### src/hw/vchan_pkg.sv
// shared widths, channel count and beat types; imported by every vchan module

package vchan_pkg;

    // ========================================
    // channel count and widths
    // ========================================

    // number of virtual channels on the shared link
    localparam int NUM_CHANNELS = 4;

    // tag width follows the channel count
    localparam int TAG_W = $clog2(NUM_CHANNELS);

    // user payload below the tag
    localparam int PAYLOAD_W = 30;

    // full beat data: tag on top, payload below
    localparam int DATA_W = TAG_W + PAYLOAD_W;

    // ========================================
    // types
    // ========================================

    // channel number, also the egress port index
    typedef logic [TAG_W-1:0] vchan_tag_t;

    // beat data, top TAG_W bits carry the tag
    typedef logic [DATA_W-1:0] vchan_data_t;

    // one beat of any stream
    typedef struct packed {
        vchan_data_t data;
        // end of packet
        logic        last;
    } vchan_beat_t;

    // one beat per channel
    typedef vchan_beat_t [NUM_CHANNELS-1:0] vchan_beat_vec_t;

    // per-channel valid, ready, sop and grant
    typedef logic [NUM_CHANNELS-1:0] vchan_mask_t;

    // tag field of a beat
    function automatic vchan_tag_t beat_tag(input vchan_beat_t beat);
        return beat.data[DATA_W-1 -: TAG_W];
    endfunction

endpackage

### src/hw/vchan_ingress.sv
// input side of the link mux; tracks per-channel start of packet for the arbiter

`timescale 1ns/10ps

module vchan_ingress
    import vchan_pkg::*;
(
    input  logic            clk,
    input  logic            reset_n,

    // per-channel source streams
    input  vchan_beat_vec_t in_beat,
    input  vchan_mask_t     in_valid,
    output vchan_mask_t     in_ready,

    // requests toward the arbiter
    output vchan_beat_vec_t req_beat,
    output vchan_mask_t     req_valid,
    output vchan_mask_t     req_sop,
    input  vchan_mask_t     req_ready
);

    // ========================================
    // start-of-packet tracking
    // ========================================

    // high while the next beat of a channel opens a packet
    vchan_mask_t sop_q;

    // handshake per channel
    vchan_mask_t accepted;

    assign accepted = in_valid & req_ready;

    always_ff @(posedge clk)
    begin
        if (!reset_n)
        begin
            // every channel starts at a packet boundary
            sop_q <= '1;
        end
        else
        begin
            for (int c = 0; c < NUM_CHANNELS; c++)
            begin
                // last beat accepted -> next one is a new packet
                if (accepted[c])
                begin
                    sop_q[c] <= in_beat[c].last;
                end
            end
        end
    end

    // ========================================
    // request outputs
    // ========================================

    // beats go on unchanged, the writer already put the tag in
    assign req_beat  = in_beat;
    assign req_valid = in_valid;

    // sop only counts with a beat present
    assign req_sop   = sop_q & in_valid;

    // ready comes straight from the arbiter grant
    assign in_ready  = req_ready;

endmodule

### src/hw/vchan_pkt_arb.sv
// packet-atomic round-robin arbiter; picks one channel per packet and registers it onto the link

`timescale 1ns/10ps

module vchan_pkt_arb
    import vchan_pkg::*;
(
    input  logic            clk,
    input  logic            reset_n,

    // per-channel requests from ingress
    input  vchan_beat_vec_t req_beat,
    input  vchan_mask_t     req_valid,
    input  vchan_mask_t     req_sop,
    output vchan_mask_t     req_ready,

    // shared link
    output vchan_beat_t     link_beat,
    output logic            link_valid,
    input  logic            link_ready
);

    // idle: free to pick a new packet; locked: inside a packet
    typedef enum logic {
        ST_IDLE,
        ST_LOCKED
    } arb_state_t;

    arb_state_t  state;

    // channel holding the lock
    vchan_tag_t  lock_ch;

    // first channel searched on the next pick
    vchan_tag_t  rr_ptr;

    // result of the round-robin search
    logic        found;
    vchan_tag_t  win_ch;

    // channel whose beat feeds the register this cycle
    vchan_tag_t  sel_ch;
    vchan_tag_t  next_ptr;
    vchan_beat_t sel_beat;

    logic        can_load;
    logic        accept;

    // ========================================
    // round-robin search
    // ========================================

    always_comb
    begin : win_search
        vchan_tag_t idx;

        found  = 1'b0;
        win_ch = rr_ptr;
        // upward from rr_ptr, wraps at the tag width
        for (int i = 0; i < NUM_CHANNELS; i++)
        begin
            idx = rr_ptr + vchan_tag_t'(i);
            if (!found && req_valid[idx] && req_sop[idx])
            begin
                found  = 1'b1;
                win_ch = idx;
            end
        end
    end

    // register empty or draining this cycle
    assign can_load = !link_valid || link_ready;

    assign sel_ch   = (state == ST_LOCKED) ? lock_ch : win_ch;
    assign sel_beat = req_beat[sel_ch];
    assign next_ptr = sel_ch + 1'b1;

    // grant goes to one channel only
    always_comb
    begin
        req_ready = '0;
        if (can_load)
        begin
            if (state == ST_LOCKED)
                req_ready[lock_ch] = 1'b1;
            else if (found)
                req_ready[win_ch] = 1'b1;
        end
    end

    assign accept = |(req_ready & req_valid);

    // ========================================
    // lock FSM and round-robin pointer
    // ========================================

    always_ff @(posedge clk)
    begin
        if (!reset_n)
        begin
            state   <= ST_IDLE;
            lock_ch <= '0;
            rr_ptr  <= '0;
        end
        else if (accept)
        begin
            if (sel_beat.last)
            begin
                // packet done, next search starts after the winner
                state  <= ST_IDLE;
                rr_ptr <= next_ptr;
            end
            else if (state == ST_IDLE)
            begin
                state   <= ST_LOCKED;
                lock_ch <= win_ch;
            end
        end
    end

    // ========================================
    // one-beat output register
    // ========================================

    always_ff @(posedge clk)
    begin
        if (!reset_n)
            link_valid <= 1'b0;
        else if (accept)
            link_valid <= 1'b1;
        else if (link_ready)
            link_valid <= 1'b0;
    end

    // payload loads with the grant, holds under back-pressure
    always_ff @(posedge clk)
    begin
        if (accept)
            link_beat <= sel_beat;
    end

endmodule

### src/hw/vchan_egress.sv
// output side of the link; steers each link beat to the port named by its tag

`timescale 1ns/10ps

module vchan_egress
    import vchan_pkg::*;
(
    // shared link from the arbiter
    input  vchan_beat_t link_beat,
    input  logic        link_valid,
    output logic        link_ready,

    // per-port sink streams, beat shared by all ports
    output vchan_beat_t out_beat,
    output vchan_mask_t out_valid,
    input  vchan_mask_t out_ready
);

    // ========================================
    // tag decode
    // ========================================

    // port named by the current link beat
    vchan_tag_t link_tag;

    assign link_tag = beat_tag(link_beat);

    // one-hot valid toward the tagged port
    always_comb
    begin
        out_valid = '0;
        for (int p = 0; p < NUM_CHANNELS; p++)
        begin
            if (link_tag == vchan_tag_t'(p))
                out_valid[p] = link_valid;
        end
    end

    // ========================================
    // ready return and beat fan-out
    // ========================================

    // only the addressed sink can stall the link
    assign link_ready = out_ready[link_tag];

    // sinks without valid ignore the beat
    assign out_beat   = link_beat;

endmodule

### src/hw/vchan_link_top.sv
// top level of the virtual channel link; ingress, arbiter and egress over one shared link

`timescale 1ns/10ps

module vchan_link_top
    import vchan_pkg::*;
(
    input  logic            clk,
    input  logic            reset_n,

    // per-channel sources, tag already in the data
    input  vchan_beat_vec_t in_beat,
    input  vchan_mask_t     in_valid,
    output vchan_mask_t     in_ready,

    // per-port sinks
    output vchan_beat_t     out_beat,
    output vchan_mask_t     out_valid,
    input  vchan_mask_t     out_ready
);

    // ingress to arbiter
    vchan_beat_vec_t req_beat;
    vchan_mask_t     req_valid;
    vchan_mask_t     req_sop;
    vchan_mask_t     req_ready;

    // internal shared link
    vchan_beat_t     link_beat;
    logic            link_valid;
    logic            link_ready;

    // ========================================
    // datapath
    // ========================================

    vchan_ingress u_vchan_ingress (
        .clk       (clk),
        .reset_n   (reset_n),
        .in_beat   (in_beat),
        .in_valid  (in_valid),
        .in_ready  (in_ready),
        .req_beat  (req_beat),
        .req_valid (req_valid),
        .req_sop   (req_sop),
        .req_ready (req_ready)
    );

    // one cycle from request to link
    vchan_pkt_arb u_vchan_pkt_arb (
        .clk        (clk),
        .reset_n    (reset_n),
        .req_beat   (req_beat),
        .req_valid  (req_valid),
        .req_sop    (req_sop),
        .req_ready  (req_ready),
        .link_beat  (link_beat),
        .link_valid (link_valid),
        .link_ready (link_ready)
    );

    vchan_egress u_vchan_egress (
        .link_beat  (link_beat),
        .link_valid (link_valid),
        .link_ready (link_ready),
        .out_beat   (out_beat),
        .out_valid  (out_valid),
        .out_ready  (out_ready)
    );

endmodule

### config.mk
export PLATFORM = sky130hd
export DESIGN_NAME = vchan_link_top
export DESIGN_NICKNAME = d
export VERILOG_FILES = /design/src/hw/vchan_pkg.sv /design/src/hw/vchan_ingress.sv /design/src/hw/vchan_pkt_arb.sv /design/src/hw/vchan_egress.sv /design/src/hw/vchan_link_top.sv
export SDC_FILE = /design/constraint.sdc
export NUM_CORES = 1
export LEC_CHECK = 0
export BUFFER_PORTS_ARGS = -buffer_cell sky130_fd_sc_hd__buf_2
export CAP_MARGIN = 20
export CORE_ASPECT_RATIO = 0.5
export CORE_MARGIN = 2
export CORE_UTILIZATION = 34
export CTS_CLUSTER_DIAMETER = 40
export DETAILED_ROUTE_END_ITERATION = 8
export GPL_TIMING_DRIVEN = 0
export PLACE_DENSITY = 0.65
export SYNTH_ARGS = -nofsm -noshare
export SYNTH_HDL_FRONTEND = slang
export SYNTH_SLANG_ARGS = --single-unit
export TNS_END_PERCENT = 50
### constraint.sdc
create_clock -name clk -period 2.9 [get_ports clk]
set_input_delay 0.145 -clock clk [delete_from_list [all_inputs] [get_ports clk]]
set_output_delay 0.145 -clock clk [all_outputs]
set_load 0.005 [all_outputs]
==> summary.txt <==
post-synth cell types: 51
fin. max-slew vios: 0
core area: 0.008708 mm^2
CTS Hold Bufs: 0
gpl congestion: 0.9036
clock power share: 15.2%
clock-pin transition on the worst setup and hold timing paths: 0.06 ns
Setup TNS: 0 ns
Net count, final: 653
Overflow after GRT: 0
CP arrival: 2.67 ns
Final Skew: 0.007115 ns
Int Power: 2.561 mW
drc violations: 0
Total Routed Length: 9.692 mm
Comb pwr share: 55.4%
via density per instance: 5.016
Port-buffer cells: 182
fraction of layout cells with a size suffix above 1: 48.63%
post-layout util: 49.21%
min-delay src: in_beat[66]
Hold Slack: 0.08473 ns
Final Hold Viols: 0
Main synth FF type: edfxtp_1
Hold Path Class: in -> reg
Data required, critical path: 2.99 ns
Horiz. Die Dim: 138.0 um
Place WS: 0.1928 ns
Static Leak: 1.909 nW
max frequency: 0.3886 GHz
Post-DRT Antenna Nets: 0
Setup Viol. Count Final: 0
Root Driver: clkbuf_16
WHS Endpoint: u_vchan_ingress.sop_q[2]$_SDFFE_PN1P_
Yosys Warn Count: 0
Final WS setup: 0.3267 ns
Area after DPL: 0.004109 mm^2
Worst R2R Path Depth: 7
vias in the first global route: 3057
post-cts sizing count: 0
Initial Util: 35.04%
Rel. slew slack: 47.96%
first-pass GRT wire length: 14.98 mm
switching fraction of total power: 40.95%
Die ar.: 0.009795 mm^2
worst slew pin tran: 0.7806 ns
Final Cycle Share: 88.74%
DPL Wire Length: 7.657 mm
outcome: finished clean
Max FO, Critical Path: 10
Routed wire per std cell: 15.41 um
Net Switching: 1.776 mW
CTS tree: built
WS Path Type: reg -> reg
largest net degree at the start of global routing: 37
sequential share of the synthesized area: 39.03%
Post-Syn Area per Cell: 9.477 um^2
Worst VDD drop: 0.4603 mV
synthesis-to-layout area growth: 40.43%
drt pass-1 iters: 4
FF-to-FF End: u_vchan_pkt_arb.link_beat[31]$_DFFE_PP_
r2r startpoint: u_vchan_pkt_arb.rr_ptr[1]$_SDFFE_PN0P_
post-route cell area: 0.004285 mm^2
setup repair bufs after CTS: 0
Worst R2R Setup Slack: 0.33 ns
htree depth: 2
Final min period: 2.573 ns
via count: 3155
pwr dens: 1012 mW/mm^2
hold path cells: 3
Yosys reg bits: 43
I/O pin count: 183
Syn Nets: 464
largest buffer count on any clock path: 2
Synth Instances: 322
initial antenna violation count: 0
GRT Total Usage: 19.53%
unrepaired setup endpoints after global routing: no
Inserted Diodes: 0
chip height: 70.99 um
async set-reset flop share out of synthesis: 0%
Post-Syn Area: 0.003052 mm^2
clock sinks: 43
CP Launch Type: flip-flop
crit end category: flip-flop
Clock Latency Late Sink: 0.29 ns
CTS buffer count: 5
row cnt: 24
number of synthesized flops with an enable pin: 33
maximum capacitance violations: 0
Flop pwr share: 29.4%
DRT iter0 DRCs: 190
## logic make-up after synthesis
| kind of cell | after synthesis | synth area share, % |
|---|---|---|
| flip-flops | 43 | 39.03 |
| adder cells (fa/ha/maj) | 1 | 0.3690 |
| AO/OA/AOI/OAI | 95 | 27.84 |
| AND/OR/NAND/NOR | 148 | 23.45 |
| XOR/XNOR | 1 | 0.2871 |
| multiplexers | 8 | 3.075 |
| buffers and inverters | 26 | 5.945 |
## stage by stage
stage,std cells,power (mW)
2_1_floorplan,322,2.865
3_3_place_gp,621,3.669
3_5_place_dp,621,3.711
4_1_cts,629,4.381
5_1_grt,629,4.647
6_report,629,4.338
## routing by layer
metal | global-route usage, % | part of all wire, %
met3 | 3.871 | 4.3
met4 | 5.329 | 1.1
met2 | 33.72 | 50
met1 | 25.06 | 44
met5 | 0 | 0
## layout make-up
type                       count  area (um^2)
fill                         865         4423
clock inverter                 2        35.03
multi-input combinational    253         1679
clock buffer                   6        138.9
timing repair buffer         182        910.9
inverter                       3        13.76
sequential                    43         1191
buffer                        23        170.2
tap                          117        146.4
## worst max-delay path by stage
stage / from / endpoint
after floorplan: u_vchan_pkt_arb.link_beat[31]$_DFFE_PP_ / u_vchan_pkt_arb.rr_ptr[0]$_SDFFE_PN0P_
after global placement: u_vchan_pkt_arb.rr_ptr[1]$_SDFFE_PN0P_ / u_vchan_pkt_arb.rr_ptr[0]$_SDFFE_PN0P_
after detailed placement: u_vchan_pkt_arb.rr_ptr[1]$_SDFFE_PN0P_ / u_vchan_pkt_arb.rr_ptr[0]$_SDFFE_PN0P_
after CTS: u_vchan_pkt_arb.rr_ptr[1]$_SDFFE_PN0P_ / u_vchan_pkt_arb.rr_ptr[0]$_SDFFE_PN0P_
after global routing: u_vchan_pkt_arb.rr_ptr[1]$_SDFFE_PN0P_ / u_vchan_pkt_arb.link_beat[31]$_DFFE_PP_
final: u_vchan_pkt_arb.rr_ptr[1]$_SDFFE_PN0P_ / u_vchan_pkt_arb.link_beat[31]$_DFFE_PP_
## power by group through the flow
stage	sequential (mW)	clock, mW	combinational [mW]
final	1.28	0.660	2.40
after global routing	1.32	0.704	2.62
after CTS	1.28	0.675	2.42
after detailed placement	1.29	0	2.42
after global placement	1.28	0	2.39
after floorplan	1.31	0	1.55
## synthesized netlist by cell type, types with 3 or more instances
master | count | share of area, %
nand2_1 | 84 | 10
and2_1 | 34 | 7.0
a31oi_1 | 33 | 6.8
edfxtp_1 | 33 | 32
a211oi_2 | 29 | 12
buf_6 | 10 | 3.7
clkbuf_1 | 10 | 1.2
dfxtp_1 | 10 | 6.6
nand3_1 | 8 | 1.3
a21oi_1 | 6 | 0.98
mux2i_1 | 6 | 2.0
nor2_1 | 5 | 0.62
a211oi_1 | 4 | 0.98
o21ai_1 | 3 | 0.49
## layout by cell type (no fill, tap or decap), types with 3 or more instances in the layout
cell	n
a31oi_1	33
o21ai_1	3
a211oi_1	4
and2_1	34
nand3_1	8
buf_6	10
nor2_1	5
dfxtp_1	10
a21oi_1	6
clkbuf_16	5
mux2i_1	6
a211oi_2	29
nand2_1	84
edfxtp_1	33
buf_2	184
clkbuf_1	10
## state kept, by name, indices dropped and copies added (netlist names)
signal	flops
u_vchan_pkt_arb.state	1
u_vchan_pkt_arb.rr_ptr	2
u_vchan_pkt_arb.link_valid	1
u_vchan_pkt_arb.lock_ch	2
u_vchan_ingress.sop_q	4
u_vchan_pkt_arb.link_beat	33
## worst max-delay path, cell delays in order (launching register included)
cell and delay (ns):
dfxtp_1 0.47, inv_1 0.10, o311a_1 0.40, o41ai_2 0.51
clkbuf_1 0.39, and2_1 0.21, a211oi_2 0.05, a31oi_1 0.26
Power figures use the tool's default switching activity.
